<file path="src/rtl/cpuPkg.sv">
`default_nettype none

// Datapath types shared by the pipeline stages
package cpuPkg;

	typedef logic [15:0] wordT;

	typedef logic [2:0] regIdxT;

	// Operations of the execute stage ALU and shifter
	typedef enum logic [2:0] {
		aluAdd = 3'd0,
		aluSub = 3'd1,
		aluAnd = 3'd2,
		aluOr  = 3'd3,
		aluXor = 3'd4,
		aluShl = 3'd5,
		aluShr = 3'd6
	} aluOpT;

	// Source of the register write-back value
	typedef enum logic [1:0] {
		wbAlu  = 2'd0,
		wbMem  = 2'd1,
		wbImm  = 2'd2,
		wbLink = 2'd3
	} wbSelT;

	// Condition flags, no carry or overflow
	typedef struct packed {
		logic n;
		logic z;
	} flagsT;

endpackage

`default_nettype wire

</file>
<file path="src/rtl/regFile.sv">
`timescale 1ns/100ps
`default_nettype none

// Eight general registers, r7 doubles as link register
module regFile import cpuPkg::*; (
	input  logic   clk,
	input  logic   rst,
	input  regIdxT rdAddrA,
	input  regIdxT rdAddrB,
	input  logic   wrEn,
	input  regIdxT wrAddr,
	input  wordT   wrData,
	output wordT   rdDataA,
	output wordT   rdDataB
);
	wordT regs [8];
	logic hitA;
	logic hitB;

	// Write lands at the edge that ends the execute cycle
	always_ff @(posedge clk) begin
		if (rst) begin
			for (int idx = 0; idx < 8; idx++) begin
				regs[idx] <= '0;
			end
		end else if (wrEn) begin
			regs[wrAddr] <= wrData;
		end
	end

	// Decode reads the same register execute is writing
	assign hitA = wrEn && (wrAddr == rdAddrA);
	assign hitB = wrEn && (wrAddr == rdAddrB);

	// Write-through so dependent instructions issue back to back
	assign rdDataA = hitA ? wrData : regs[rdAddrA];
	assign rdDataB = hitB ? wrData : regs[rdAddrB];

endmodule

`default_nettype wire

</file>
<file path="config.mk">
export PLATFORM = sky130hd
export DESIGN_NAME = regFile
export DESIGN_NICKNAME = d
export VERILOG_FILES = /design/src/rtl/cpuPkg.sv /design/src/rtl/regFile.sv
export SDC_FILE = /design/constraint.sdc
export NUM_CORES = 1
export LEC_CHECK = 0
export BUFFER_PORTS_ARGS = -buffer_cell sky130_fd_sc_hd__buf_4
export CAP_MARGIN = 20
export CORE_MARGIN = 3
export CORE_UTILIZATION = 55
export DETAILED_ROUTE_END_ITERATION = 7
export PLACE_DENSITY = 0.82
export SYNTH_ARGS = -nofsm -noshare
export SYNTH_HDL_FRONTEND = slang
export SYNTH_SLANG_ARGS = --single-unit
</file>
<file path="constraint.sdc">
create_clock -name clk -period 4.8 [get_ports clk]
set_clock_uncertainty 0.1 [all_clocks]
set_input_delay 0.24 -clock clk [delete_from_list [all_inputs] [get_ports clk]]
set_output_delay 0.24 -clock clk [all_outputs]
set_load 0.005 [all_outputs]
</file>
==> impl_metrics.csv <==
group,metric,value,unit
run_status,outcome,"completed",
routing,wirelength,17800,µm
die,num_rows,41,
power,power,3120,µW
routing,drt-vias-per-instance,6.42,
synth,yosys.area.top_type,"edfxtp_1",
power,pwr-share-seq,42.9,%
power,p_comb_share,13.4,%
critical_path,cp-endpoint,"rdDataB[11]",
cts,cts_buffers,17,
global_routing,grt_pass1_vias,4536,
die,die_area,0.0150,mm²
placement,gp_congestion,0.774,
synth,synthArstFlopShare,0,%
cts,postCtsResizedCells,0,
synth,synthTopCellsByCount,"and2_1, edfxtp_1, mux4_1",
timing,worst_pin_slew,0.776,ns
cells_and_area,syn_to_final_growth,15.6,%
critical_path,crit_type,"input pin to output pin",
global_routing,overflow,0,
global_routing,grt_max_degree,34,
critical_path,crit_chain,"buf_4, xnor2_1, nand4_1, buf_4, mux2_4, buf_4",
cells_and_area,reg_top3,"regs: 128 flops",
synth,ys_seq_area_share,51.6,%
critical_path,arrival,2.42,ns
cells_and_area,final_nets,529,
timing,whs,0.0636,ns
timing,hold_viol,0,
timing,finalSetupTns,0,ns
routing,firstDrtPassIters,5,
routing,drt-initial-drc-count,367,
flow_run,maxCapViolCount,0,
power,power.internal,2450,µW
synth,synth_edf_count,128,
routing,vias,4398,
timing,fin_crit_sh,57.4,%
critical_path,critPathSlowestCell,"nand4_1",
timing,relSlewSlack,48.1,%
critical_path,crit_top_cell,"buf_4",
global_routing,grt_util_all_layers,24.8,%
die,start_util,57.7,%
cts,h-tree-depth,4,
cells_and_area,top_register,"regs",
placement,dp_cells,654,
synth,yosysTopAreaCellShare,51.6,%
timing,rsz0062_at_grt,"false",
synth,synth_nets,473,
critical_path,startpoint,"rdAddrB[0]",
power,ir_worst_vdd,0.000224,V
power,p_switching,666,µW
power,leakage,0.00329,µW
cells_and_area,drive_gt1_share,33.9,%
die,io_pins,60,
critical_path,max_stage_delay,0.63,ns
cts,cts_root_buffer,"clkbuf_16",
timing,setup_viol,0,
cts,cts.sinks,128,
cts,cts_tree,"done",
power,sw_frac_of_total,21.4,%
synth,synth_ff_type,"edfxtp_1",
cells_and_area,fillers,858,
cells_and_area,final_util,66.6,%
critical_path,endpoint_kind,"output pin",
cts,clockBufferDepth,2,
power,pwr-share-clk,43.7,%
synth,syn-mean-instance-area,16.7,µm²
critical_path,crit_fanout,33,
timing,fmax,363,MHz
cts,post_cts_buffers,0,
critical_path,cp.required,4.46,ns
worst_hold_path,hp-class,"input pin to register",
cells_and_area,instances_no_fill,685,
timing,drv_slew,0,
routing,wl_per_cell,26.0,µm
die,die_w,122,µm
routing,drc_errors,0,
die,fp.dieH,122,µm
synth,synthDistinctLibCells,20,
cells_and_area,antennaDiodeCount,0,
routing,route.antenna.remaining_nets,0,
placement,port_buffers,59,
power,power_density,362,mW/mm²
global_routing,antenna_found_initial,0,
synth,synthCells,445,
die,core_area,0.0129,mm²
timing,min_period,2.76,ns
placement,place_hpwl,10300,µm
cells_and_area,largest_reg_flops,128,
synth,netlist_top_cells_area,"edfxtp_1, mux4_1, and2_1, mux2_2, mux2_4",
global_routing,grt_pass1_wl,26500,µm
synth,yosys_warnings,0,
cts,cts_hold_buf,0,
cts,clk_pin_slew,0.05,ns
critical_path,startpoint_type,"input pin",
synth,syn-cell-area,0.00745,mm²
synth,yosys_register_bits,128,
[through the flow]
stage	setup WS [ns]	area, µm²
6_report	2.04	8610
5_1_grt	1.96	8610
4_1_cts	2.06	8610
3_5_place_dp	2.08	7990
3_3_place_gp	2.11	7990
2_1_floorplan	2.85	7450
[worst max-delay path: cells and delay by family]
| kind | cells | cell delay [ns] |
|---|---|---|
| buffers and inverters | 3 | 1.05 |
| AND/OR/NAND/NOR | 1 | 0.63 |
| multiplexers | 1 | 0.31 |
| XOR/XNOR | 1 | 0.18 |
[power by group through the flow]
stage	combinational [µW]	sequential, µW	clock (µW)
6_report	418	1340	1360
3_5_place_dp	416	1360	0
4_1_cts	419	1330	1370
3_3_place_gp	407	1340	0
5_1_grt	443	1340	1420
2_1_floorplan	262	1340	0
[cell families after synthesis]
logic type	share of synthesized area, %
xor+xnor	0.705
buf+inv	2.62
flops	51.6
mux	32.6
simple gates	12.5
[metal layers]
metal | wire (µm) | up-vias | GRT usage (%) | part of all wire [%]
met5 | 0 | - | 0 | 0
met4 | 707 | 0 | 12.3 | 4.0
met3 | 1130 | 53 | 4.70 | 6.4
met1 | 6850 | 2247 | 31.2 | 38
met2 | 9100 | 205 | 41.6 | 51
li1 | - | 1893 | - | -
[worst min-delay path by stage]
stage / start / endpoint / cells after the start
2_1_floorplan: wrData[0] / regs[0][0] / 1
3_3_place_gp: wrData[7] / regs[1][7] / 2
3_5_place_dp: wrData[7] / regs[3][7] / 2
4_1_cts: wrData[7] / regs[7][7] / 2
5_1_grt: wrData[6] / regs[5][6] / 2
6_report: wrData[7] / regs[4][7] / 2
[cell type report]
type | instances | area (µm²) | share of cell area, %
clock buffers | 18 | 429 | 4.98
repair buffers | 69 | 518 | 6.01
clock inverters | 13 | 194 | 2.25
flip-flops and latches | 128 | 3840 | 44.6
multi-input cells | 285 | 3410 | 39.6
well taps | 172 | 215 | 2.50
[placed cells by master, fill, tap and decap left out]
cell type / count
and2_1: 128
buf_4: 69
bufinv_16: 5
clkbuf_1: 1
clkbuf_16: 17
clkinv_1: 3
clkinv_2: 2
clkinvlp_4: 3
edfxtp_1: 128
mux2_2: 53
mux2_4: 11
mux4_1: 60
mux4_2: 4
nand2_1: 1
nand2b_1: 2
nand3b_1: 1
nand4_1: 2
nor2_1: 6
nor3_1: 1
nor3_2: 1
or2_2: 8
or3b_2: 1
xnor2_1: 6
Note: power is estimated with default switching activity, not from simulation.
