--- src/rtl/cpuPkg.sv ---
`default_nettype none

// Datapath types shared by the pipeline stages
package cpuPkg;

	typedef logic [15:0] wordT;

	typedef logic [2:0] regIdxT;

	// Operations of the execute stage ALU and shifter
	typedef enum logic [2:0] {
		aluAdd = 3'd0,
		aluSub = 3'd1,
		aluAnd = 3'd2,
		aluOr  = 3'd3,
		aluXor = 3'd4,
		aluShl = 3'd5,
		aluShr = 3'd6
	} aluOpT;

	// Source of the register write-back value
	typedef enum logic [1:0] {
		wbAlu  = 2'd0,
		wbMem  = 2'd1,
		wbImm  = 2'd2,
		wbLink = 2'd3
	} wbSelT;

	// Condition flags, no carry or overflow
	typedef struct packed {
		logic n;
		logic z;
	} flagsT;

endpackage

`default_nettype wire

--- src/rtl/instrMem.sv ---
`timescale 1ns/100ps
`default_nettype none

// Program store, loaded while the core is in reset
module instrMem import cpuPkg::*; #(
	parameter int imemDepth = 256
) (
	input  logic clk,
	input  logic wrEn,
	input  wordT wrAddr,
	input  wordT wrData,
	input  wordT addr,
	output wordT instr
);
	// Depth is a power of two, so dropping high bits wraps
	localparam int addrBits = $clog2(imemDepth);

	wordT mem [imemDepth];

	// Load port
	always_ff @(posedge clk) begin
		if (wrEn) begin
			mem[wrAddr[addrBits-1:0]] <= wrData;
		end
	end

	// Fetch is combinational at the PC
	assign instr = mem[addr[addrBits-1:0]];

endmodule

`default_nettype wire

--- config.mk ---
export PLATFORM = sky130hd
export DESIGN_NAME = instrMem
export DESIGN_NICKNAME = d
export VERILOG_FILES = /design/src/rtl/cpuPkg.sv /design/src/rtl/instrMem.sv
export SDC_FILE = /design/constraint.sdc
export NUM_CORES = 2
export LEC_CHECK = 0
export BUFFER_PORTS_ARGS = -buffer_cell sky130_fd_sc_hd__buf_4
export CORE_MARGIN = 2
export CORE_UTILIZATION = 50
export DETAILED_ROUTE_END_ITERATION = 10
export PLACE_DENSITY = 0.73
export SYNTH_ARGS = -nofsm -noshare
export SYNTH_HDL_FRONTEND = slang
export SYNTH_SLANG_ARGS = --single-unit
--- constraint.sdc ---
create_clock -name clk -period 4.6 [get_ports clk]
set_input_delay 0.92 -clock clk [delete_from_list [all_inputs] [get_ports clk]]
set_output_delay 0.92 -clock clk [all_outputs]
set_load 0.05 [all_outputs]
==> impl_metrics.tcl <==
set metrics [dict create \
    portBuffers 49 \
    critical_path.endpoint "instr[6]" \
    grt_pass1_vias 82200 \
    worstPathArrival_ns 3.90 \
    criticalPathCategory "in -> out" \
    horizontal_die_dimension_um 567 \
    total_nets_final 8471 \
    via_count 82900 \
    violations_in_the_final_reports "negative setup slack" \
    largest_reg_flops 4096 \
    cts.htree.levels 5 \
    synth_sequential_area_ratio_pct 77.7 \
    holdCritPathClass "in -> reg" \
    tritoncts "yes" \
    antenna_found_initial 17 \
    fmax_mhz 207 \
    path_max_fanout 6 \
    ant_nets 0 \
    gr-total-overflow 0 \
    sequentialPowerShare_pct 52.9 \
    clock_pin_slew_of_the_registers_on_the_worst_case_setup_and_hold_paths_ns 0.06 \
    crit_start "addr[0]" \
    drt_first_pass_iters 6 \
    syn-cell-area_sq_mm 0.158 \
    hold-worst-slack_ns 0.495 \
    cts-buffers-inserted 394 \
    design_area_sq_mm 0.187 \
    cts.root.buffer_cell "sky130_fd_sc_hd__clkbuf_16" \
    async_flop_share_pct 0 \
    finalHoldViolCount 0 \
    die_height_um 567 \
    power_w 0.0778 \
    placementRows 206 \
    grt_setup_unrepaired "true" \
    boundaryPins 66 \
    vias_per_cell 6.43 \
    max_slew_margin_pct 8.59 \
    fillCellCount 21200 \
    drtIter0Drc 12100 \
    pin_count_of_the_biggest_net_entering_global_routing 159 \
    vdd_ir_drop_max_v 0.000379 \
    share_clk_of_total_power_pct 40.6 \
    synthDistinctLibCells 51 \
    synth_ff_type "sky130_fd_sc_hd__edfxtp_1" \
    floorplan.initialDensity_pct 50.3 \
    gr-usage-all-layers_pct 25.7 \
    leakage_nw 60.8 \
    synth.ff_latch_count 4096 \
    maxCapViolations 0 \
    synth_area_per_cell_sq_um 21.6 \
    tightest_slew_ns 1.37 \
    layout-drive-gt1-share_pct 32.8 \
    synth_edf_count 4096 \
    power.density_mw_per_mm2 415 \
    finalWorstSetupSlack_ns -0.221 \
    nets_in_the_synthesized_netlist 7394 \
    run_status "complete, but fails checks" \
    p_int_w 0.0610 \
    ys_warn_count 0 \
    power.net_switching_w 0.0168 \
    place.detailed.hpwl_um 245000 \
    logic_gate_share_of_total_power_pct 6.5 \
    total_cell_area_at_the_placement_stage_sq_mm 0.170 \
    cts-root-to-sink-buffers 4 \
    switching_share_pct 21.6 \
    layout_min_cycle_time_ns 4.82 \
    post_cts_hold_buffer_count 0 \
    fp.coreArea_sq_mm 0.315 \
    clock_sink_count 4096 \
    cp_data_required_time_ns 3.68 \
    critPathCaptureType "output port" \
    drt-total-wl_um 421000 \
    area.growth.synth_to_final_pct 18.3 \
    die-area_sq_mm 0.321 \
    report.final.slew_viol_count 0 \
    routed_wire_length_per_instance_um 32.7 \
    count_of_endpoints_failing_setup_in_the_final_report 15 \
    drc 0 \
    worstSetupStartpointType "input port" \
    global_route_wire_length_before_repair_um 595000 \
    post_synthesis_cells 7344 \
    gp_congestion 0.914 \
    finalCritPeriodShare_pct 105 \
]
-- worst max-delay path, stage by stage --
cell and delay, ns:
sky130_fd_sc_hd__buf_16 0.15, sky130_fd_sc_hd__buf_16 0.18, sky130_fd_sc_hd__buf_16 0.18, sky130_fd_sc_hd__buf_12 0.15, sky130_fd_sc_hd__buf_12 0.13, sky130_fd_sc_hd__mux4_2 0.41
sky130_fd_sc_hd__and3_4 0.22, sky130_fd_sc_hd__a21oi_4 0.04, sky130_fd_sc_hd__a21oi_2 0.16, sky130_fd_sc_hd__buf_4 0.15, sky130_fd_sc_hd__nand4_1 0.26, sky130_fd_sc_hd__nor4_4 0.54
sky130_fd_sc_hd__buf_4 0.21, sky130_fd_sc_hd__buf_8 0.14
-- synthesized netlist by cell type (27+ instances only) --
cell	count	share of area, %
sky130_fd_sc_hd__edfxtp_1	4096	78
sky130_fd_sc_hd__mux4_2	797	11
sky130_fd_sc_hd__mux2i_1	565	3.6
sky130_fd_sc_hd__nor2_1	304	0.72
sky130_fd_sc_hd__o221ai_1	252	1.4
sky130_fd_sc_hd__clkbuf_1	230	0.55
sky130_fd_sc_hd__a21oi_1	175	0.55
sky130_fd_sc_hd__o22ai_1	148	0.58
sky130_fd_sc_hd__nor3_1	92	0.29
sky130_fd_sc_hd__mux2_2	88	0.63
sky130_fd_sc_hd__buf_6	77	0.55
sky130_fd_sc_hd__buf_2	76	0.24
sky130_fd_sc_hd__a22oi_1	43	0.20
sky130_fd_sc_hd__nand2_1	38	0.090
sky130_fd_sc_hd__o21ai_0	37	0.12
sky130_fd_sc_hd__nand3_1	35	0.11
sky130_fd_sc_hd__a22o_1	32	0.18
sky130_fd_sc_hd__a221oi_1	28	0.15
sky130_fd_sc_hd__buf_1	27	0.064
-- placed cells by master (no fill, tap or decap), types with 21 or more instances in the layout --
cell type / Yosys / layout
sky130_fd_sc_hd__nand4_1: 26 / 26
sky130_fd_sc_hd__clkbuf_1: 230 / 72
sky130_fd_sc_hd__a22oi_1: 43 / 30
sky130_fd_sc_hd__clkinv_2: 0 / 64
sky130_fd_sc_hd__o22ai_1: 148 / 131
sky130_fd_sc_hd__buf_16: 0 / 40
sky130_fd_sc_hd__a22o_4: 0 / 21
sky130_fd_sc_hd__nor3_1: 92 / 50
sky130_fd_sc_hd__clkinv_1: 0 / 98
sky130_fd_sc_hd__nand2_1: 38 / 32
sky130_fd_sc_hd__a21oi_1: 175 / 165
sky130_fd_sc_hd__o21ai_0: 37 / 30
sky130_fd_sc_hd__nor3_2: 0 / 41
sky130_fd_sc_hd__mux2_2: 88 / 80
sky130_fd_sc_hd__mux4_2: 797 / 797
sky130_fd_sc_hd__nor2_2: 0 / 22
sky130_fd_sc_hd__nor2_1: 304 / 282
sky130_fd_sc_hd__nand3_1: 35 / 25
sky130_fd_sc_hd__mux2i_1: 565 / 559
sky130_fd_sc_hd__edfxtp_1: 4096 / 4096
sky130_fd_sc_hd__buf_12: 5 / 123
sky130_fd_sc_hd__buf_6: 77 / 60
sky130_fd_sc_hd__bufinv_16: 0 / 33
sky130_fd_sc_hd__buf_4: 26 / 854
sky130_fd_sc_hd__o221ai_1: 252 / 170
sky130_fd_sc_hd__o221ai_2: 1 / 72
sky130_fd_sc_hd__buf_8: 11 / 36
sky130_fd_sc_hd__clkbuf_16: 0 / 410
-- how the worst min path moves through the flow --
stage / startpoint / slack, ns / end / depth (start not counted)
2_1_floorplan: wrData[0] / 1.02 / mem[0][0]$_DFFE_PP_ / 0
3_5_place_dp: wrData[1] / 1.46 / mem[22][1]$_DFFE_PP_ / 1
3_3_place_gp: wrData[1] / 1.42 / mem[22][1]$_DFFE_PP_ / 1
4_1_cts: wrData[9] / 0.49 / mem[21][9]$_DFFE_PP_ / 1
6_report: wrData[1] / 0.50 / mem[22][1]$_DFFE_PP_ / 1
5_1_grt: wrData[1] / 0.52 / mem[22][1]$_DFFE_PP_ / 1
-- power by group through the flow --
stage / Combinational (W) / Sequential [W] / Clock, W
floorplan: 0.00215 / 0.0419 / 0
global placement: 0.00426 / 0.0419 / 0
detailed placement: 0.00436 / 0.0420 / 0
CTS: 0.00478 / 0.0412 / 0.0318
global route: 0.00518 / 0.0411 / 0.0333
finish: 0.00503 / 0.0412 / 0.0316
-- through the flow --
| stage | worst slack, ns | setup TNS [ns] | cells | util, % |
|---|---|---|---|---|
| final | -0.221 | -1.48 | 12900 | 59.5 |
| after global routing | -0.149 | -1.43 | 12900 | 59.5 |
| after CTS | -0.126 | -0.592 | 12800 | 59.0 |
| after global placement | -0.916 | -7.60 | 12100 | 54.1 |
| after detailed placement | -0.954 | -8.07 | 12100 | 54.1 |
| after floorplan | 0.225 | 0 | 7344 | - |
-- area by class of cell --
class / instances / area [sq um] / share of cell area, %
Clock inverter: 237 / 2230 / 1.19
Inverter: 4 / 27.5 / 0.0147
Antenna cell: 9 / 22.5 / 0.0120
Multi-Input combinational cell: 2792 / 34800 / 18.6
Sequential cell: 4096 / 123000 / 65.7
Timing Repair Buffer: 1133 / 11700 / 6.27
Clock buffer: 472 / 10300 / 5.49
Tap cell: 4160 / 5200 / 2.78
-- what timing repair did --
action                                  in CTS  in global routing
endpoints found under the setup margin      16                 16
gates resized for setup                    349                162
endpoints found under the hold margin        0                  0
pin swaps                                   91                 83
buffers inserted                            63                 55
cloned                                      24                 10
-- kinds of logic after synthesis --
family,after synthesis,synth area share (%)
buf+inv,456,1.70
compound gates,786,3.54
simple gates,556,1.58
flops,4096,77.7
mux,1450,15.5
-- metal layers --
metal | vias up | wire length, um | track usage [%]
met1 | 43000 | 151000 | 34.7
met5 | - | 21 | 0
met4 | 4 | 21500 | 11.3
li1 | 33400 | - | -
met3 | 904 | 49200 | 5.63
met2 | 5574 | 199000 | 40.5
Note: power is estimated with default switching activity, not from simulation.
