--- config.mk ---
export PLATFORM = sky130hd
export DESIGN_NAME = execUnit_flat
export DESIGN_NICKNAME = d
export VERILOG_FILES = /design/src/rtl/cpuPkg.sv /design/src/rtl/execBus.sv /design/src/rtl/execUnit.sv /design/src/flat_wrapper.sv
export SDC_FILE = /design/constraint.sdc
export NUM_CORES = 1
export LEC_CHECK = 0
export ABC_AREA = 1
export BUFFER_PORTS_ARGS = -buffer_cell sky130_fd_sc_hd__clkbuf_2
export CAP_MARGIN = 40
export CELL_PAD_IN_SITES_DETAIL_PLACEMENT = 0
export CELL_PAD_IN_SITES_GLOBAL_PLACEMENT = 1
export CORE_MARGIN = 8
export CORE_UTILIZATION = 34
export CTS_CLUSTER_SIZE = 40
export DETAILED_ROUTE_END_ITERATION = 8
export PLACE_DENSITY = 0.95
export SETUP_SLACK_MARGIN = 0.5
export SKIP_LAST_GASP = 1
export SLEW_MARGIN = 20
export SYNTH_ARGS = -nofsm -noshare
export SYNTH_HDL_FRONTEND = slang
export SYNTH_SLANG_ARGS = --single-unit
--- constraint.sdc ---
create_clock -name clk -period 4.3 [get_ports clk]
set_clock_uncertainty 0.05 [all_clocks]
set_input_delay 0.43 -clock clk [delete_from_list [all_inputs] [get_ports clk]]
set_output_delay 0.43 -clock clk [all_outputs]
set_load 0.005 [all_outputs]
--- src/rtl/cpuPkg.sv ---
`default_nettype none

// Datapath types shared by the pipeline stages
package cpuPkg;

	typedef logic [15:0] wordT;

	typedef logic [2:0] regIdxT;

	// Operations of the execute stage ALU and shifter
	typedef enum logic [2:0] {
		aluAdd = 3'd0,
		aluSub = 3'd1,
		aluAnd = 3'd2,
		aluOr  = 3'd3,
		aluXor = 3'd4,
		aluShl = 3'd5,
		aluShr = 3'd6
	} aluOpT;

	// Source of the register write-back value
	typedef enum logic [1:0] {
		wbAlu  = 2'd0,
		wbMem  = 2'd1,
		wbImm  = 2'd2,
		wbLink = 2'd3
	} wbSelT;

	// Condition flags, no carry or overflow
	typedef struct packed {
		logic n;
		logic z;
	} flagsT;

endpackage

`default_nettype wire

--- src/rtl/execBus.sv ---
`timescale 1ns/100ps
`default_nettype none

// Decode to execute stage register, no handshake
interface execBus import cpuPkg::*; ();
	// Slot holds a live instruction for exactly one cycle
	logic   valid;
	// Control word
	aluOpT  aluOp;
	wbSelT  wbSel;
	logic   regWrite;
	logic   memWrite;
	logic   memRead;
	logic   setFlags;
	// Operands and destination
	wordT   opA;
	wordT   opB;
	wordT   storeData;
	regIdxT rd;
	// Return address for BL
	wordT   linkPc;
	// Zero-extended immediate, also the memory offset
	wordT   imm;

	modport dec (output valid, aluOp, wbSel, regWrite, memWrite, memRead, setFlags,
		opA, opB, storeData, rd, linkPc, imm);

	modport exe (input valid, aluOp, wbSel, regWrite, memWrite, memRead, setFlags,
		opA, opB, storeData, rd, linkPc, imm);
endinterface

`default_nettype wire

--- src/rtl/execUnit.sv ---
`timescale 1ns/100ps
`default_nettype none

// Execute stage: ALU, shifter, flags, memory request, write-back
module execUnit import cpuPkg::*; (
	input  logic   clk,
	input  logic   rst,
	input  wordT   memRdData,
	output logic   wbEn,
	output regIdxT wbAddr,
	output wordT   wbData,
	output wordT   memAddr,
	output logic   memWrEn,
	output wordT   memWrData,
	output flagsT  flagsNext,
	execBus.exe    bus
);
	wordT  aluRes;
	flagsT flagsQ;
	flagsT aluFlags;
	logic  memAccess;

	// Shift amount is the low nibble of opB
	always_comb begin
		case (bus.aluOp)
			aluSub:  aluRes = bus.opA - bus.opB;
			aluAnd:  aluRes = bus.opA & bus.opB;
			aluOr:   aluRes = bus.opA | bus.opB;
			aluXor:  aluRes = bus.opA ^ bus.opB;
			aluShl:  aluRes = bus.opA << bus.opB[3:0];
			aluShr:  aluRes = bus.opA >> bus.opB[3:0];
			default: aluRes = bus.opA + bus.opB;
		endcase
	end

	// Base plus offset, idle at zero
	assign memAccess = bus.memRead | bus.memWrite;
	assign memAddr   = memAccess ? bus.opA + bus.imm : '0;
	assign memWrData = bus.storeData;
	assign memWrEn   = bus.valid & bus.memWrite;

	// Write-back source
	always_comb begin
		case (bus.wbSel)
			wbMem:   wbData = memRdData;
			wbImm:   wbData = bus.imm;
			wbLink:  wbData = bus.linkPc;
			default: wbData = aluRes;
		endcase
	end

	assign wbEn   = bus.valid & bus.regWrite;
	assign wbAddr = bus.rd;

	assign aluFlags.n = aluRes[15];
	assign aluFlags.z = (aluRes == '0);

	// Flags after this instruction, seen by a BCC in decode now
	assign flagsNext = (bus.valid && bus.setFlags) ? aluFlags : flagsQ;

	always_ff @(posedge clk) begin
		if (rst) begin
			flagsQ <= '0;
		end else begin
			flagsQ <= flagsNext;
		end
	end

endmodule

`default_nettype wire

--- src/flat_wrapper.sv ---
// flat-port wrapper written by rule: the top's interface ports become plain ports
module execUnit_flat import cpuPkg::*;
  (clk, rst, memRdData, wbEn, wbAddr, wbData, memAddr, memWrEn, memWrData, flagsNext, bus_valid, bus_aluOp, bus_wbSel, bus_regWrite, bus_memWrite, bus_memRead, bus_setFlags, bus_opA, bus_opB, bus_storeData, bus_rd, bus_linkPc, bus_imm);
  execBus bus_i ();
  input  logic clk;
  input  logic rst;
  input  wordT memRdData;
  output logic wbEn;
  output regIdxT wbAddr;
  output wordT wbData;
  output wordT memAddr;
  output logic memWrEn;
  output wordT memWrData;
  output flagsT flagsNext;
  input wire logic [$bits(bus_i.valid)-1:0] bus_valid;
  input wire logic [$bits(bus_i.aluOp)-1:0] bus_aluOp;
  input wire logic [$bits(bus_i.wbSel)-1:0] bus_wbSel;
  input wire logic [$bits(bus_i.regWrite)-1:0] bus_regWrite;
  input wire logic [$bits(bus_i.memWrite)-1:0] bus_memWrite;
  input wire logic [$bits(bus_i.memRead)-1:0] bus_memRead;
  input wire logic [$bits(bus_i.setFlags)-1:0] bus_setFlags;
  input wire logic [$bits(bus_i.opA)-1:0] bus_opA;
  input wire logic [$bits(bus_i.opB)-1:0] bus_opB;
  input wire logic [$bits(bus_i.storeData)-1:0] bus_storeData;
  input wire logic [$bits(bus_i.rd)-1:0] bus_rd;
  input wire logic [$bits(bus_i.linkPc)-1:0] bus_linkPc;
  input wire logic [$bits(bus_i.imm)-1:0] bus_imm;
  assign bus_i.valid = bus_valid;
  assign bus_i.aluOp = bus_aluOp;
  assign bus_i.wbSel = bus_wbSel;
  assign bus_i.regWrite = bus_regWrite;
  assign bus_i.memWrite = bus_memWrite;
  assign bus_i.memRead = bus_memRead;
  assign bus_i.setFlags = bus_setFlags;
  assign bus_i.opA = bus_opA;
  assign bus_i.opB = bus_opB;
  assign bus_i.storeData = bus_storeData;
  assign bus_i.rd = bus_rd;
  assign bus_i.linkPc = bus_linkPc;
  assign bus_i.imm = bus_imm;
  execUnit u_core (.clk(clk), .rst(rst), .memRdData(memRdData), .wbEn(wbEn), .wbAddr(wbAddr), .wbData(wbData), .memAddr(memAddr), .memWrEn(memWrEn), .memWrData(memWrData), .flagsNext(flagsNext), .bus(bus_i));
endmodule
==> run metrics <==
final setup margin=0.649 ns; Worst IR Drop VDD=0.0820 mV; PwrDens=162 nW/um2; global-route wire length before repair=32.6 mm; total grt overflow=0; num ports=166; sequential-to-total area share from yosys stat=0.00798; Lkg Pwr=3.44 nW; DR iter-0 viols=667; Avg Inst Size Synth=5.12 um2; Net count, final=1259; vias per std cell=5.34; Yosys warnings=0; crit-path max FO=4; total CTS buffers=3; gr usage total=0.218; FFs w/ async S/R, synth=0; Cell Area, Synth=5020 um2; largest net degree at the start of global routing=33; kind of cell adding the most delay to the critical path=simple AND/OR/NAND/NOR gates; stages on the worst setup path=24; largest cells by area after synthesis=nand2_1 (24%), ha_1 (16%), nand3_1 (14%); P&R area growth vs syn=21.0%; post-route ant nets=0; RSZ-0062 raised after global routing=yes; CP max stage delay=0.35 ns; DIE AREA=18900 um2; Worst EP arrival=3.17 ns; Setup CP Type=in -> out; Starting Density=0.346; FMAX=274 MHz; crit-path cells=buf_12 > inv_8 > ha_4 > nand3_4 > nor2_4 > nand3_2 > nand2_1 > xor2_1 > inv_1 > ha_1 > nand2_2 > inv_1 > nand2_1 > nand2_1 > a21oi_1 > nand3b_1 > nand3_1 > nand2_1 > nor2_1 > nand3_1 > nor2_1 > nor2_1 > inv_1 > clkbuf_2; routed len/inst=17.0 um; Synth area leader=nand2_1; Fillers=1676; commonest cells in the netlist=nand2_1 (327), nand3_1 (140), inv_1 (120); worst reg2reg path depth=4; crit-path most repeated cell=nand2_1; # clock sinks=2; clk buf depth=2; area share of the largest cell type after synthesis=0.245; Die W=137 um; residual DRC count=0; Final TNS setup=0 ns; Top reg by flops=u_core.flagsQ; CTS root buffer=clkbuf_16; total nets after synthesis=1156; r2r setup slk=3.58 ns; vias in the first global route=6224; Gate Count Post-Synth=979; final hold viol count=0; worst path bufs/invs=6; Post-Route WL=21.5 mm; max_slew headroom=0.519; CTS H-tree lvls=1; share of cells above drive strength 1=0.193; Netlist cell types=41; final worst path period share=0.849; FF+latch count, synth=2; Slew Limit Fails=0; vias=6750; MaxCap Viol Count=0; startpoint types=primary input; Slowest-stage cell, CP=ha_1; ant diodes=0; DP Worst Slack=0.360 ns; Most used DFF post-synth=dfxtp_1; GPL Wtd Cong=0.974; Clock transition at path regs=0.03 ns; antenna violations before repair=0; Final setup viols=0; insertion delay to the later sink of the worst-skew pair=0.22 ns; core area=14500 um2; Die Span Y=137 um; Slew @ Worst Pin=0.719 ns; Row Count=44; First-pass DRT Iterations=6; Final HPWL DP=17.6 mm; crit path capture type=output port; Design Power=0.985 mW; Worst EP required=3.82 ns; Post-synth EDFFs=0; worst hold-check path type=in -> reg; CTS tree=done; status=finished clean; hold path depth=2; Tmin final=3.65 ns; registers with the most flip-flops=u_core.flagsQ (2); max reg flops=2; count leader, synth=nand2_1; Port-buffer cells=127
[layout by cell type, fill, tap and decap left out, types with 3 or more instances in the layout]
cell / n
a21oi_1: 43
a21oi_2: 5
a221oi_1: 3
a22o_1: 4
a32oi_1: 4
and2_1: 3
buf_4: 14
clkbuf_16: 3
clkbuf_2: 125
ha_1: 57
ha_4: 5
inv_1: 117
inv_2: 7
nand2_1: 316
nand2_2: 13
nand3_1: 134
nand3_2: 6
nand4_1: 12
nor2_1: 93
nor2_2: 7
nor2_4: 6
nor3_1: 5
o21ai_0: 36
xnor2_1: 6
xor2_1: 16
[path summary, 6_finish.rpt]
check | start | end
max | bus_opB[1] | flagsNext[0]
min | rst | u_core.flagsQ[1]
max reg2reg | u_core.flagsQ[0] | u_core.flagsQ[0]
min reg2reg | u_core.flagsQ[1] | u_core.flagsQ[1]
[report_power, final]
part | leakage (nW) | internal, mW | switching (mW) | total [mW]
Clock | 0.0370 | 0.118 | 0.0220 | 0.140
Sequential | 0.0162 | 0.0193 | 0.000191 | 0.0195
Combinational | 3.39 | 0.299 | 0.527 | 0.826
[cell type report]
| class | instances | area, um2 | area share |
|---|---|---|---|
| Multi-Input combinational cell | 805 | 4430 | 0.731 |
| Sequential cell | 2 | 40.0 | 0.00660 |
| Timing Repair Buffer | 143 | 797 | 0.131 |
| Tap cell | 184 | 230 | 0.0379 |
| Clock buffer | 3 | 75.1 | 0.0124 |
| Inverter | 127 | 492 | 0.0810 |
[kinds of logic (layout without fill, tap and decap cells)]
kind of cell	after synthesis	count (layout)	share of synthesized area
AND/OR/NAND/NOR	608	608	0.509
adder cells (fa/ha/maj)	66	66	0.168
XOR/XNOR	23	23	0.0402
flip-flops	2	2	0.00798
buffers and inverters	172	273	0.153
AO/OA/AOI/OAI	108	108	0.121
[stage by stage]
stage	hold slack (ns)	utilization	cells	instance area [um2]
CTS	0.337	0.399	1259	5780
detailed placement	0.416	0.391	1255	5660
floorplan	0.395	-	979	5020
finish	0.338	0.419	1264	6070
global placement	0.415	0.390	1253	5650
global route	0.343	0.419	1264	6070
[routing by layer]
layer | GRT usage | up-vias | part of all wire
met5 | 0 | - | 0
met4 | 0.0682 | 0 | 0.033
met3 | 0.0128 | 51 | 0.074
met2 | 0.354 | 295 | 0.45
met1 | 0.301 | 3044 | 0.44
li1 | - | 3360 | -
[repair_timing]
| action | CTS | global route |
|---|---|---|
| resized for setup | 7 | 72 |
| pin swaps | 1 | 21 |
| hold buffers | 0 | 0 |
| setup endpoints to repair | 1 | 6 |
| setup buffers | 1 | 4 |
Note: power is estimated with default switching activity, not from simulation.
