File: src/rtl/cpuPkg.sv
`default_nettype none

// Datapath types shared by the pipeline stages
package cpuPkg;

	typedef logic [15:0] wordT;

	typedef logic [2:0] regIdxT;

	// Operations of the execute stage ALU and shifter
	typedef enum logic [2:0] {
		aluAdd = 3'd0,
		aluSub = 3'd1,
		aluAnd = 3'd2,
		aluOr  = 3'd3,
		aluXor = 3'd4,
		aluShl = 3'd5,
		aluShr = 3'd6
	} aluOpT;

	// Source of the register write-back value
	typedef enum logic [1:0] {
		wbAlu  = 2'd0,
		wbMem  = 2'd1,
		wbImm  = 2'd2,
		wbLink = 2'd3
	} wbSelT;

	// Condition flags, no carry or overflow
	typedef struct packed {
		logic n;
		logic z;
	} flagsT;

endpackage

`default_nettype wire

File: src/rtl/isaPkg.sv
`default_nettype none

// Instruction set of the 16-bit load/store core
package isaPkg;

	// Major opcode in bits 15 to 12
	typedef enum logic [3:0] {
		opAdd  = 4'h0,
		opSub  = 4'h1,
		opAnd  = 4'h2,
		opOrr  = 4'h3,
		opXor  = 4'h4,
		opLsl  = 4'h5,
		opLsr  = 4'h6,
		opAddi = 4'h7,
		opMovi = 4'h8,
		opLdr  = 4'h9,
		opStr  = 4'hA,
		opB    = 4'hB,
		opBcc  = 4'hC,
		opBl   = 4'hD,
		opBx   = 4'hE,
		opHlt  = 4'hF
	} opcodeT;

	// BCC condition in bits 11 to 10
	typedef enum logic [1:0] {
		condEq = 2'd0,
		condNe = 2'd1,
		condMi = 2'd2,
		condPl = 2'd3
	} condT;

	// ALU, shift and BX; BX jumps to ra
	typedef struct packed {
		opcodeT     op;
		logic [2:0] rd;
		logic [2:0] ra;
		logic [2:0] rb;
		logic [2:0] spare;
	} rFmtT;

	// ADDI, LDR, STR with zero-extended offset
	// STR takes its data from rd
	typedef struct packed {
		opcodeT     op;
		logic [2:0] rd;
		logic [2:0] ra;
		logic [5:0] imm;
	} iFmtT;

	// MOVI
	typedef struct packed {
		opcodeT     op;
		logic [2:0] rd;
		logic [8:0] imm;
	} mFmtT;

	// BCC offset is off alone, B and BL use {cond, off} as twelve bits
	typedef struct packed {
		opcodeT     op;
		condT       cond;
		logic [9:0] off;
	} bFmtT;

	// One fetched word, viewed by format
	typedef union packed {
		rFmtT r;
		iFmtT i;
		mFmtT m;
		bFmtT b;
	} instrWordT;

	// BL writes the return address here
	localparam logic [2:0] lrIdx = 3'd7;

endpackage

`default_nettype wire

File: src/rtl/execBus.sv
`timescale 1ns/100ps
`default_nettype none

// Decode to execute stage register, no handshake
interface execBus import cpuPkg::*; ();
	// Slot holds a live instruction for exactly one cycle
	logic   valid;
	// Control word
	aluOpT  aluOp;
	wbSelT  wbSel;
	logic   regWrite;
	logic   memWrite;
	logic   memRead;
	logic   setFlags;
	// Operands and destination
	wordT   opA;
	wordT   opB;
	wordT   storeData;
	regIdxT rd;
	// Return address for BL
	wordT   linkPc;
	// Zero-extended immediate, also the memory offset
	wordT   imm;

	modport dec (output valid, aluOp, wbSel, regWrite, memWrite, memRead, setFlags,
		opA, opB, storeData, rd, linkPc, imm);

	modport exe (input valid, aluOp, wbSel, regWrite, memWrite, memRead, setFlags,
		opA, opB, storeData, rd, linkPc, imm);
endinterface

`default_nettype wire

File: src/rtl/decodeUnit.sv
`timescale 1ns/100ps
`default_nettype none

// Fetch and decode stage with PC, branch resolution and halt
module decodeUnit import cpuPkg::*, isaPkg::*; #(
	parameter int imemDepth = 256
) (
	input  logic   clk,
	input  logic   rst,
	input  wordT   instr,
	input  wordT   rdDataA,
	input  wordT   rdDataB,
	input  flagsT  flagsNext,
	output wordT   pc,
	output regIdxT rdAddrA,
	output regIdxT rdAddrB,
	output logic   halted,
	execBus.dec    bus
);
	localparam int pcBits = $clog2(imemDepth);

	instrWordT  iw;
	opcodeT     op;
	logic [11:0] brFar;
	wordT       brOffset;
	wordT       pcPlusOne;
	wordT       pcNext;
	logic       condMet;
	logic       branchTaken;
	logic       jumpReg;
	logic       isHlt;
	// Decoded control, registered onto the bus
	logic       dRegWrite;
	logic       dMemWrite;
	logic       dMemRead;
	logic       dSetFlags;
	aluOpT      dAluOp;
	wbSelT      dWbSel;
	wordT       dOpB;
	wordT       dImm;
	regIdxT     dRd;

	assign iw = instr;
	assign op = iw.r.op;

	// Ports read ra and rb, STR reads its data register instead of rb
	assign rdAddrA = iw.r.ra;
	assign rdAddrB = (op == opStr) ? iw.i.rd : iw.r.rb;

	// Flags come from the bypass, so the instruction just ahead counts
	always_comb begin
		case (iw.b.cond)
			condEq:  condMet = flagsNext.z;
			condNe:  condMet = !flagsNext.z;
			condMi:  condMet = flagsNext.n;
			default: condMet = !flagsNext.n;
		endcase
	end

	// Long offset of B and BL
	assign brFar = {iw.b.cond, iw.b.off};

	always_comb begin
		dRegWrite   = 1'b0;
		dMemWrite   = 1'b0;
		dMemRead    = 1'b0;
		dSetFlags   = 1'b0;
		dAluOp      = aluAdd;
		dWbSel      = wbAlu;
		dOpB        = rdDataB;
		dImm        = wordT'(iw.i.imm);
		dRd         = iw.r.rd;
		brOffset    = '0;
		branchTaken = 1'b0;
		jumpReg     = 1'b0;
		isHlt       = 1'b0;
		case (op)
			opAdd, opSub, opAnd, opOrr, opXor, opLsl, opLsr: begin
				dRegWrite = 1'b1;
				dSetFlags = 1'b1;
				case (op)
					opSub:   dAluOp = aluSub;
					opAnd:   dAluOp = aluAnd;
					opOrr:   dAluOp = aluOr;
					opXor:   dAluOp = aluXor;
					opLsl:   dAluOp = aluShl;
					opLsr:   dAluOp = aluShr;
					default: dAluOp = aluAdd;
				endcase
			end
			opAddi: begin
				dRegWrite = 1'b1;
				dSetFlags = 1'b1;
				dOpB      = dImm;
			end
			opMovi: begin
				dRegWrite = 1'b1;
				dWbSel    = wbImm;
				dImm      = wordT'(iw.m.imm);
			end
			opLdr: begin
				dRegWrite = 1'b1;
				dMemRead  = 1'b1;
				dWbSel    = wbMem;
			end
			opStr: begin
				dMemWrite = 1'b1;
			end
			opB: begin
				branchTaken = 1'b1;
				brOffset    = {{4{brFar[11]}}, brFar};
			end
			opBcc: begin
				branchTaken = condMet;
				brOffset    = {{6{iw.b.off[9]}}, iw.b.off};
			end
			opBl: begin
				branchTaken = 1'b1;
				brOffset    = {{4{brFar[11]}}, brFar};
				dRegWrite   = 1'b1;
				dWbSel      = wbLink;
				dRd         = lrIdx;
			end
			opBx: begin
				jumpReg = 1'b1;
			end
			default: begin
				isHlt = 1'b1;
			end
		endcase
	end

	assign pcPlusOne = pc + wordT'(1);

	// Next PC, resolved here so there is no delay slot
	always_comb begin
		if (halted || isHlt) begin
			// PC parks on the HLT word
			pcNext = pc;
		end else if (jumpReg) begin
			pcNext = rdDataA;
		end else if (branchTaken) begin
			pcNext = pc + brOffset;
		end else begin
			pcNext = pcPlusOne;
		end
	end

	// PC, halt and stage control
	always_ff @(posedge clk) begin
		if (rst) begin
			pc           <= '0;
			halted       <= 1'b0;
			bus.valid    <= 1'b0;
			bus.regWrite <= 1'b0;
			bus.memWrite <= 1'b0;
			bus.memRead  <= 1'b0;
			bus.setFlags <= 1'b0;
		end else begin
			pc           <= wordT'(pcNext[pcBits-1:0]);
			halted       <= halted | isHlt;
			// Nothing after HLT reaches execute
			bus.valid    <= !halted && !isHlt;
			bus.regWrite <= dRegWrite;
			bus.memWrite <= dMemWrite;
			bus.memRead  <= dMemRead;
			bus.setFlags <= dSetFlags;
		end
	end

	// Stage payload
	always_ff @(posedge clk) begin
		bus.aluOp     <= dAluOp;
		bus.wbSel     <= dWbSel;
		bus.opA       <= rdDataA;
		bus.opB       <= dOpB;
		bus.storeData <= rdDataB;
		bus.rd        <= dRd;
		bus.linkPc    <= pcPlusOne;
		bus.imm       <= dImm;
	end

endmodule

`default_nettype wire

File: src/flat_wrapper.sv
// flat-port wrapper written by rule: the top's interface ports become plain ports
module decodeUnit_flat import cpuPkg::*, isaPkg::*;
#(
	parameter int imemDepth = 256
)
  (clk, rst, instr, rdDataA, rdDataB, flagsNext, pc, rdAddrA, rdAddrB, halted, bus_valid, bus_aluOp, bus_wbSel, bus_regWrite, bus_memWrite, bus_memRead, bus_setFlags, bus_opA, bus_opB, bus_storeData, bus_rd, bus_linkPc, bus_imm);
  execBus bus_i ();
  input  logic clk;
  input  logic rst;
  input  wordT instr;
  input  wordT rdDataA;
  input  wordT rdDataB;
  input  flagsT flagsNext;
  output wordT pc;
  output regIdxT rdAddrA;
  output regIdxT rdAddrB;
  output logic halted;
  output wire logic [$bits(bus_i.valid)-1:0] bus_valid;
  output wire logic [$bits(bus_i.aluOp)-1:0] bus_aluOp;
  output wire logic [$bits(bus_i.wbSel)-1:0] bus_wbSel;
  output wire logic [$bits(bus_i.regWrite)-1:0] bus_regWrite;
  output wire logic [$bits(bus_i.memWrite)-1:0] bus_memWrite;
  output wire logic [$bits(bus_i.memRead)-1:0] bus_memRead;
  output wire logic [$bits(bus_i.setFlags)-1:0] bus_setFlags;
  output wire logic [$bits(bus_i.opA)-1:0] bus_opA;
  output wire logic [$bits(bus_i.opB)-1:0] bus_opB;
  output wire logic [$bits(bus_i.storeData)-1:0] bus_storeData;
  output wire logic [$bits(bus_i.rd)-1:0] bus_rd;
  output wire logic [$bits(bus_i.linkPc)-1:0] bus_linkPc;
  output wire logic [$bits(bus_i.imm)-1:0] bus_imm;
  assign bus_valid = bus_i.valid;
  assign bus_aluOp = bus_i.aluOp;
  assign bus_wbSel = bus_i.wbSel;
  assign bus_regWrite = bus_i.regWrite;
  assign bus_memWrite = bus_i.memWrite;
  assign bus_memRead = bus_i.memRead;
  assign bus_setFlags = bus_i.setFlags;
  assign bus_opA = bus_i.opA;
  assign bus_opB = bus_i.opB;
  assign bus_storeData = bus_i.storeData;
  assign bus_rd = bus_i.rd;
  assign bus_linkPc = bus_i.linkPc;
  assign bus_imm = bus_i.imm;
  decodeUnit #(.imemDepth(imemDepth)) u_core (.clk(clk), .rst(rst), .instr(instr), .rdDataA(rdDataA), .rdDataB(rdDataB), .flagsNext(flagsNext), .pc(pc), .rdAddrA(rdAddrA), .rdAddrB(rdAddrB), .halted(halted), .bus(bus_i));
endmodule
File: config.mk
export PLATFORM = sky130hd
export DESIGN_NAME = decodeUnit_flat
export DESIGN_NICKNAME = d
export VERILOG_FILES = /design/src/rtl/cpuPkg.sv /design/src/rtl/isaPkg.sv /design/src/rtl/execBus.sv /design/src/rtl/decodeUnit.sv /design/src/flat_wrapper.sv
export SDC_FILE = /design/constraint.sdc
export NUM_CORES = 1
export LEC_CHECK = 0
export BUFFER_PORTS_ARGS = -buffer_cell sky130_fd_sc_hd__buf_2
export CORE_ASPECT_RATIO = 1.75
export CORE_MARGIN = 3
export CORE_UTILIZATION = 32
export DETAILED_ROUTE_END_ITERATION = 10
export PLACE_DENSITY = 0.63
export SKIP_CTS_REPAIR_TIMING = 1
export SYNTH_ARGS = -nofsm -noshare
export SYNTH_HDL_FRONTEND = slang
export SYNTH_SLANG_ARGS = --single-unit
File: constraint.sdc
create_clock -name clk -period 6.6 [get_ports clk]
set_clock_uncertainty 0.1 [all_clocks]
set_input_delay 0.99 -clock clk [delete_from_list [all_inputs] [get_ports clk]]
set_output_delay 0.99 -clock clk [all_outputs]
set_load 0.01 [all_outputs]
==> qor.txt, run 1 <==
Syn avg cell area: 11.14 µm²
Port buffer count: 145
Site Rows: 47
Capturing element type of the critical path: output pin
Initial DRC count: 108
Hold_sp: u_core.pc[0]
Cell with the most instances after synthesis: dfxtp_1
Max VDD drop: 126.2 µV
Min-Delay Path Depth: 1
Initial Utilization: 0.3320
Drt drc: 0
CP max stage delay: 0.39 ns
Clock Pin Slew Worst Setup and Hold Paths: 0.06 ns
Clk pwr share: 0.428
Routability cong.: 0.7923
Critical-path cell list: buf_2 -> nand2b_1 -> nor2_1 -> mux2_2 -> buf_2
Total power draw: 1.290 mW
Vias: 2521
Top post-synthesis cells by count: dfxtp_1 (88), buf_4 (27), and2_1 (13), nor2_1 (13)
Unrepaired setup endpoints after global routing: false
Clock Latency Late Sink: 0.34 ns
Routed wire per std cell: 14.80 µm
Die Wd: 81.16 µm
Worst Hold Class: reg -> reg
Share of the synthesized area in the top cell type: 0.5570
Netlist cell types: 46
Crit share post-route: 0.5221
Hpwl dp: 6556 µm
Crit-path most repeated cell: buf_2
Grt total ovfl: 0
Setup TNS: 0 ns
Sw frac: 0.2481
Vert. Die Dim: 137.5 µm
Max-cap viol count: 0
TritonCTS clock tree: done
Cells after synthesis: 284
Outcome: completed
Reg2reg path depth: 6
Share of layout cells above drive strength 1: 0.4009
Final setup fails: 0
Final wirelength: 8231 µm
Crit path launch type: input pin
Final Worst Setup Slack: 3.154 ns
Via/cell ratio: 4.534
Net Sw Power: 0.3200 mW
Ports: 168
Top cells by area, synth: dfxtp_1 (56%), buf_4 (6.4%), mux2_2 (3.2%), ha_1 (3.2%), mux2i_1 (2.8%)
Antenna violations before repair: 0
Register bit total from synthesis: 88
Number of global-route vias before repair: 2366
Worst Path Required: 5.51 ns
# diodes: 0
Leading area contributor after synthesis: dfxtp_1
Post-synth EDFFs: 0
Critical Path Slowest Stage Cell: mux2_2
Pint: 0.9700 mW
Pwr dens: 305.3 mW/mm²
Main synth FF type: dfxtp_1
Crit path time final: 3.446 ns
Clock Path Buffers: 2
CTS buffer count: 9
Nets: 490
Comb pwr share: 0.121
CORE AREA: 0.009527 mm²
Sequential fraction of the synthesis area: 0.5570
Layout area overhead: 33.58%
Seq pwr share: 0.451
Hold path endpoint: u_core.bus.linkPc[0]
Slew headroom: 0.5246
Internal reg-to-reg setup slack: 4.35 ns
Critical path fanouts, max: 21
Worst Tran Pin Value: 0.7093 ns
Full die area: 0.01116 mm²
Lkg Pwr: 2.105 nW
Reg-to-reg endpoint: u_core.pc[6]
Largest net degree at the start of global routing: 22
CTS Root Cell: clkbuf_16
GRT Util Overall: 0.1418
First-pass GRT wire length: 11630 µm
Antenna viol nets, final: 0
Worst Path Class, Setup: in -> out
FF-to-FF Start: u_core.pc[2]
Iteration count of the initial detailed-routing pass: 4
H-Tree Depth: 3
Num Clock Sinks: 88
Fmax: 290.2 MHz
Endpoints failing hold: 0
YS warnings: 0
Ys async rst share: 0
Synthesized area: 0.003163 mm²
Fin. max-slew vios: 0
WP data arrival: 2.36 ns
Pre-CTS WS: 2.908 ns
metrics by stage:
stage	util	cells	hold slack, ns	cell area (µm²)
2_1_floorplan	-	305	0.3759	3242
3_3_place_gp	0.4091	540	0.4091	3897
3_5_place_dp	0.4091	540	0.4063	3897
4_1_cts	0.4435	556	0.4243	4225
5_1_grt	0.4435	556	0.4372	4225
6_report	0.4435	556	0.4165	4225
cells in the final DEF, fill, tap and decap left out, drive strengths merged, types with 3 or more instances in the layout:
cell type and count:
mux2i 9, clkbuf 9, o22ai 4, and2 13, nor3 3, o21ai 8
a21oi 5, nor2b 4, mux2 9, and3 8, nand2b 7, a31oi 5
inv 12, conb 22, ha 8, or4 3, nand4b 3, dfxtp 88
nand3 4, nand2 6, xnor2 7, xor2 4, a211oi 8, nor2 14
buf 146
metal layers:
layer / vias up / global-route usage / part of all wire
met5: - / 0 / 0
met4: 0 / 0.07143 / 0.022
met3: 12 / 0.03534 / 0.070
met2: 96 / 0.2768 / 0.58
met1: 1177 / 0.1299 / 0.32
li1: 1236 / - / -
state kept, by name (all words and copies together), names as in the netlist, 3 cells and up:
register and cells:
u_core.bus.aluOp 3, u_core.bus.imm 9, u_core.bus.linkPc 9, u_core.bus.opA 16, u_core.bus.opB 16, u_core.bus.rd 3
u_core.bus.storeData 16, u_core.pc 8
power groups by stage:
stage / Combinational, mW / Sequential (mW) / Clock [mW]
3_5_place_dp: 0.159 / 0.594 / 0
2_1_floorplan: 0.0775 / 0.610 / 0
5_1_grt: 0.171 / 0.585 / 0.585
6_report: 0.157 / 0.581 / 0.552
3_3_place_gp: 0.157 / 0.593 / 0
4_1_cts: 0.159 / 0.582 / 0.565
worst max-delay path by stage:
stage | cells past startpoint | slack, ns | endpoint | startpoint
global route | 10 | 3.04 | u_core.pc[6] | instr[13]
floorplan | 12 | 3.27 | u_core.pc[6] | instr[12]
global placement | 10 | 3.03 | u_core.pc[6] | instr[13]
detailed placement | 10 | 2.91 | u_core.pc[6] | instr[13]
finish | 5 | 3.15 | rdAddrB[1] | instr[15]
CTS | 5 | 3.13 | rdAddrB[1] | instr[15]
area by class of cell:
type	count	area [µm²]
Fill cell	968	5301
Sequential cell	88	1762
Multi-Input combinational cell	175	1216
Timing Repair Buffer	146	733.2
Clock buffer	9	225.2
Tap cell	122	152.6
Clock inverter	7	102.6
Inverter	9	33.78
critical path, delay by kind of cell:
family	cells	cell delay (ns)
muxes	1	0.39
and+or+nand+nor	2	0.57
buffers and inverters	2	0.41
cell families (layout without fill, tap and decap cells):
| kind of cell | count (synthesis) | in the layout | share of synthesized area |
|---|---|---|---|
| buf+inv | 42 | 171 | 0.08346 |
| fa+ha+maj | 9 | 9 | 0.03798 |
| flops | 88 | 88 | 0.5570 |
| other cells | 1 | 22 | 0.001186 |
| mux | 18 | 18 | 0.06052 |
| compound gates | 43 | 43 | 0.09216 |
| xor+xnor | 11 | 11 | 0.03046 |
| simple gates | 72 | 72 | 0.1373 |
Note: power is estimated with default switching activity, not from simulation.
==> run 2, diff against run 1 <==
Clock period 6.6 ns to 3.5 ns, I/O delays scaled along.
==> run 2 against run 1 <==
Against the previous run: first-iteration DRC count fell by 11%; design area rose by 0.15%; critical endpoint is now u_core.pc[6]; register-to-register slack got worse by 3.1 ns; non-clock buffer count rose by 1.
==> qor.txt, run 2 (synthesis gave the netlist of run 1 again) <==
Antenna violations before repair: 0 (unchanged)
Layout area overhead: 33.78%
Max VDD drop: 263.0 µV (+110%)
GRT Util Overall: 0.1407 (-0.001154)
Initial Utilization: 0.3320 (unchanged)
DP Area: 0.003905 mm² (+0.19%)
Setup TNS: 0 ns (unchanged)
Endpoints failing hold: 0 (unchanged)
H-Tree Depth: 3 (unchanged)
Crit path time final: 2.925 ns
Via/cell ratio: 4.504 (-0.65%)
Worst Path Required: 3.66 ns (-1.85 ns)
Worst Tran Pin Value: 0.6988 ns (-0.01051 ns)
Share of layout cells above drive strength 1: 0.4023 (+0.001377)
Iteration count of the initial detailed-routing pass: 4 (unchanged)
Fmax: 341.9 MHz
Clock Pin Slew Worst Setup and Hold Paths: 0.06 ns (about the same)
Top flop regs: u_core.bus.opA: 16 flops, u_core.bus.opB: 16 flops, u_core.bus.storeData: 16 flops
Largest net degree at the start of global routing: 22 (unchanged)
Most common cell after layout, fill and taps aside: buf_2
Ports: 168 (unchanged)
Die Wd: 81.16 µm (unchanged)
Final setup fails: 0 (unchanged)
Final Worst Setup Slack: 0.5751 ns (-2.579 ns)
Lkg Pwr: 2.106 nW (about the same)
Pwr dens: 572.5 mW/mm² (+88%)
Hold path endpoint: u_core.bus.opA[9]
Reg-to-reg endpoint: u_core.pc[6]
Clock Path Buffers: 2 (unchanged)
Dpl cells: 541 (+0.19%)
Port buffer count: 145 (unchanged)
Crit path launch type: input pin
Number of global-route vias before repair: 2355 (-0.46%)
Routability cong.: 0.7767 (-2.0%)
Final Instance Area: 0.004232 mm² (+0.15%)
# diodes: 0 (unchanged)
First-pass GRT wire length: 11660 µm (+0.30%)
WP data arrival: 3.08 ns (+0.72 ns)
TritonCTS clock tree: done
Pre-CTS WS: 0.2425 ns (-2.666 ns)
CORE AREA: 0.009527 mm² (unchanged)
Non-Filler Instances: 557 (+0.18%)
Commonest non-fill, non-tap cells in the layout: buf_2 (145), dfxtp_1 (88), conb_1 (22)
Slew headroom: 0.5317 (+0.007046)
Top Usage Layer GRT: met2
Met1 Use GR: 0.1334 (+0.003470)
Fin. max-slew vios: 0 (unchanged)
Final wirelength: 8208 µm (-0.28%)
Hold_sp: rdDataA[9]
Routed wire per std cell: 14.74 µm (-0.46%)
GRT met3 Usage: 0.03469 (-0.0006545)
Initial DRC count: 96 (-11%)
Reg2reg path depth: 8 (+2)
Num Clock Sinks: 88 (unchanged)
Clock Latency Late Sink: 0.33 ns (about the same)
Worst Hold Class: in -> reg
Crit share post-route: 0.8357
CTS Root Cell: clkbuf_16
FF-to-FF Start: u_core.pc[0]
Drt drc: 0 (unchanged)
Site Rows: 47 (unchanged)
Hpwl dp: 6542 µm (-0.22%)
Full die area: 0.01116 mm² (unchanged)
CTS buffer count: 9 (unchanged)
Outcome: completed
Min-Delay Path Depth: 1 (unchanged)
Max-cap viol count: 0 (unchanged)
Unrepaired setup endpoints after global routing: false
Worst Path Class, Setup: in -> reg
Internal reg-to-reg setup slack: 1.21 ns (-3.14 ns)
Critical path fanouts, max: 16 (-24%)
Grt total ovfl: 0 (unchanged)
Capturing element type of the critical path: flop
Fin util: 0.4442 (+0.0006570)
Vias: 2509 (-0.48%)
Nets: 491 (+0.20%)
Antenna viol nets, final: 0 (unchanged)
Vert. Die Dim: 137.5 µm (unchanged)
Met2 GRT Util: 0.2736 (-0.003202)
[run 2: cell types whose count changed in the layout (fill, tap and decap cells not counted), sizes merged]
cell,before,now
clkinv,2,1
buf,146,147
clkinvlp,0,1
[run 2: per-stage QoR]
step           hold WS, ns  power, mW
6_report            0.1912      2.422
5_1_grt             0.1771      2.523
4_1_cts             0.1783      2.458
3_5_place_dp        0.3949      1.419
3_3_place_gp        0.4065      1.414
2_1_floorplan       0.3759      1.297
[run 2: area by class of cell]
type | instances | area (µm²)
Multi-Input combinational cell | 175 | 1216
Timing Repair Buffer | 147 | 740.7
Clock buffer | 9 | 225.2
Sequential cell | 88 | 1762
Tap cell | 122 | 152.6
Clock inverter | 7 | 101.3
Fill cell | 968 | 5295
Inverter | 9 | 33.78
[run 2: worst max-delay path by stage]
stage / from / to / slack, ns
after floorplan: instr[12] / u_core.pc[6] / 0.63
after global placement: instr[13] / u_core.pc[6] / 0.39
after detailed placement: instr[13] / u_core.pc[6] / 0.24
after CTS: instr[13] / u_core.pc[6] / 0.60
after global routing: instr[13] / u_core.pc[6] / 0.37
final: instr[13] / u_core.pc[6] / 0.58
[run 2: worst max-delay path, stage by stage]
cell      delay, ns
buf_2          0.23
nand2_1        0.16
mux2i_1        0.40
and3_1         0.23
ha_1           0.27
nor2b_4        0.15
o31a_1         0.27
or4b_1         0.47
a31o_1         0.20
a211oi_2       0.16
[run 2: power breakdown]
| group | leakage, nW | switching (mW) | internal, mW |
|---|---|---|---|
| clock | 0.158 | 0.398 | 0.633 |
| sequential | 0.735 | 0.0287 | 1.07 |
| combinational | 1.21 | 0.167 | 0.128 |
| total | 2.11 | 0.594 | 1.83 |
[run 2: routing by layer]
metal,wire length [µm],share of wire
met1,2648,0.32
met2,4843,0.59
met3,571,0.070
met4,144,0.018
met5,0,0
==> run 3, diff against run 2 <==
Clock period 3.5 ns to 2.9 ns, I/O delays scaled along.
==> run 3 against run 2 <==
Against the previous run: worst setup slack worse by 0.30 ns; non-clock buffer count is 6 higher; clock-buffer cell count stayed put.
==> qor.txt, run 3 (synthesis gave the netlist of run 1 again) <==
Outcome: completed
Dpl cells: 547 (+1.1%)
Site Rows: 47 (unchanged)
Initial DRC count: 77 (-20%)
Nets: 497 (+1.2%)
Endpoints failing hold: 0 (unchanged)
Ports: 168 (unchanged)
Via/cell ratio: 4.428 (-1.7%)
Iteration count of the initial detailed-routing pass: 4 (unchanged)
Routed wire per std cell: 14.78 µm (+0.31%)
Non-Filler Instances: 563 (+1.1%)
Unrepaired setup endpoints after global routing: false
Fmax: 381.4 MHz
Capturing element type of the critical path: flop
Worst Path Required: 3.06 ns (-0.60 ns)
Reg2reg path depth: 8 (unchanged)
Pwr dens: 660.2 mW/mm² (+15%)
Hold_sp: rdDataA[11]
Pre-CTS WS: -0.04590 ns (-0.2884 ns)
Vert. Die Dim: 137.5 µm (unchanged)
Antenna violations before repair: 0 (unchanged)
FF-to-FF Start: u_core.pc[0]
H-Tree Depth: 3 (unchanged)
Critical path fanouts, max: 7 (-9)
Routability cong.: 0.7931 (+2.1%)
Layout area overhead: 33.98%
Top flop regs: u_core.bus.opA: 16 flops, u_core.bus.opB: 16 flops, u_core.bus.storeData: 16 flops
Fin util: 0.4448 (+0.0006560)
Final Instance Area: 0.004238 mm² (+0.15%)
GRT Util Overall: 0.1437 (+0.003080)
Clock Pin Slew Worst Setup and Hold Paths: 0.07 ns (about the same)
Final setup fails: 0 (unchanged)
Min-Delay Path Depth: 1 (unchanged)
Crit path time final: 2.622 ns
Worst Tran Pin Value: 0.5459 ns (-0.1529 ns)
# diodes: 0 (unchanged)
Hpwl dp: 6688 µm (+2.2%)
WP data arrival: 2.79 ns (-0.29 ns)
Total power draw: 2.798 mW (+15%)
Clock Path Buffers: 2 (unchanged)
Final wirelength: 8322 µm (+1.4%)
Drt drc: 0 (unchanged)
Crit share post-route: 0.9041
Hold path endpoint: u_core.bus.opA[11]
Number of global-route vias before repair: 2330 (-1.1%)
DP Area: 0.003950 mm² (+1.2%)
Max-cap viol count: 0 (unchanged)
CORE AREA: 0.009527 mm² (unchanged)
Most common cell after layout, fill and taps aside: buf_2
Share of layout cells above drive strength 1: 0.4104 (+0.008132)
Port buffer count: 145 (unchanged)
Grt total ovfl: 0 (unchanged)
CTS Root Cell: clkbuf_16
Commonest non-fill, non-tap cells in the layout: buf_2 (145), dfxtp_1 (88), conb_1 (22)
Final Worst Setup Slack: 0.2781 ns (-0.2970 ns)
TritonCTS clock tree: done
Initial Utilization: 0.3320 (unchanged)
Largest net degree at the start of global routing: 19 (-14%)
Clock Latency Late Sink: 0.34 ns (about the same)
Antenna viol nets, final: 0 (unchanged)
Lkg Pwr: 2.108 nW (+0.12%)
Max VDD drop: 301.3 µV (+15%)
First-pass GRT wire length: 11900 µm (+2.0%)
Fin. max-slew vios: 0 (unchanged)
Die Wd: 81.16 µm (unchanged)
Num Clock Sinks: 88 (unchanged)
Worst Hold Class: in -> reg
Setup TNS: 0 ns (unchanged)
Min Hold Slack: 0.1015 ns (-0.08973 ns)
Full die area: 0.01116 mm² (unchanged)
CTS buffer count: 9 (unchanged)
Internal reg-to-reg setup slack: 0.60 ns (-0.61 ns)
Crit path launch type: input pin
Slew headroom: 0.6256 (+0.09396)
Reg-to-reg endpoint: u_core.pc[6]
Vias: 2493 (-0.64%)
Worst Path Class, Setup: in -> reg
==> run 3: cell types whose count changed in the layout (fill, tap and decap cells not counted) <==
cell / previous run / this run
bufinv_16: 2 / 0
inv_8: 1 / 2
clkinv_2: 1 / 0
clkinvlp_4: 1 / 3
buf_4: 2 / 8
==> run 3: layout make-up <==
class	count	area (µm²)
clock buffer	9	225.2
tap	122	152.6
fill	969	5289
multi-input combinational	175	1216
clock inverter	7	62.56
inverter	9	33.78
sequential	88	1762
timing repair buffer	153	785.8
==> run 3: worst max-delay path, cell delays in order <==
cell and delay [ns]:
buf_2 0.10, nand2_1 0.07, mux2i_1 0.43, and3_1 0.24, ha_1 0.27, nor2b_4 0.16
o31a_1 0.27, or4b_1 0.47, a31o_1 0.20, a211oi_2 0.16
==> run 3: worst max path at each step <==
stage,from,end,slack [ns],cells after the start
after floorplan,instr[12],u_core.pc[6],0.12,12
after global placement,instr[13],u_core.pc[6],0.04,10
after detailed placement,instr[13],u_core.pc[6],-0.05,10
after CTS,instr[13],u_core.pc[6],0.30,10
after global routing,instr[13],u_core.pc[6],0.07,10
final,instr[13],u_core.pc[6],0.28,10
==> run 3: routing by layer <==
| metal | global-route usage | routed length, µm |
|---|---|---|
| met4 | 0.06109 | 161 |
| met5 | 0 | 0 |
| met2 | 0.2754 | 4837 |
| met1 | 0.1432 | 2817 |
| met3 | 0.03272 | 505 |
==> run 3: power by group <==
| group | switching (mW) | leakage (nW) | internal, mW |
|---|---|---|---|
| combinational | 0.208 | 1.24 | 0.162 |
| clock | 0.510 | 0.133 | 0.598 |
| sequential | 0.0321 | 0.735 | 1.29 |
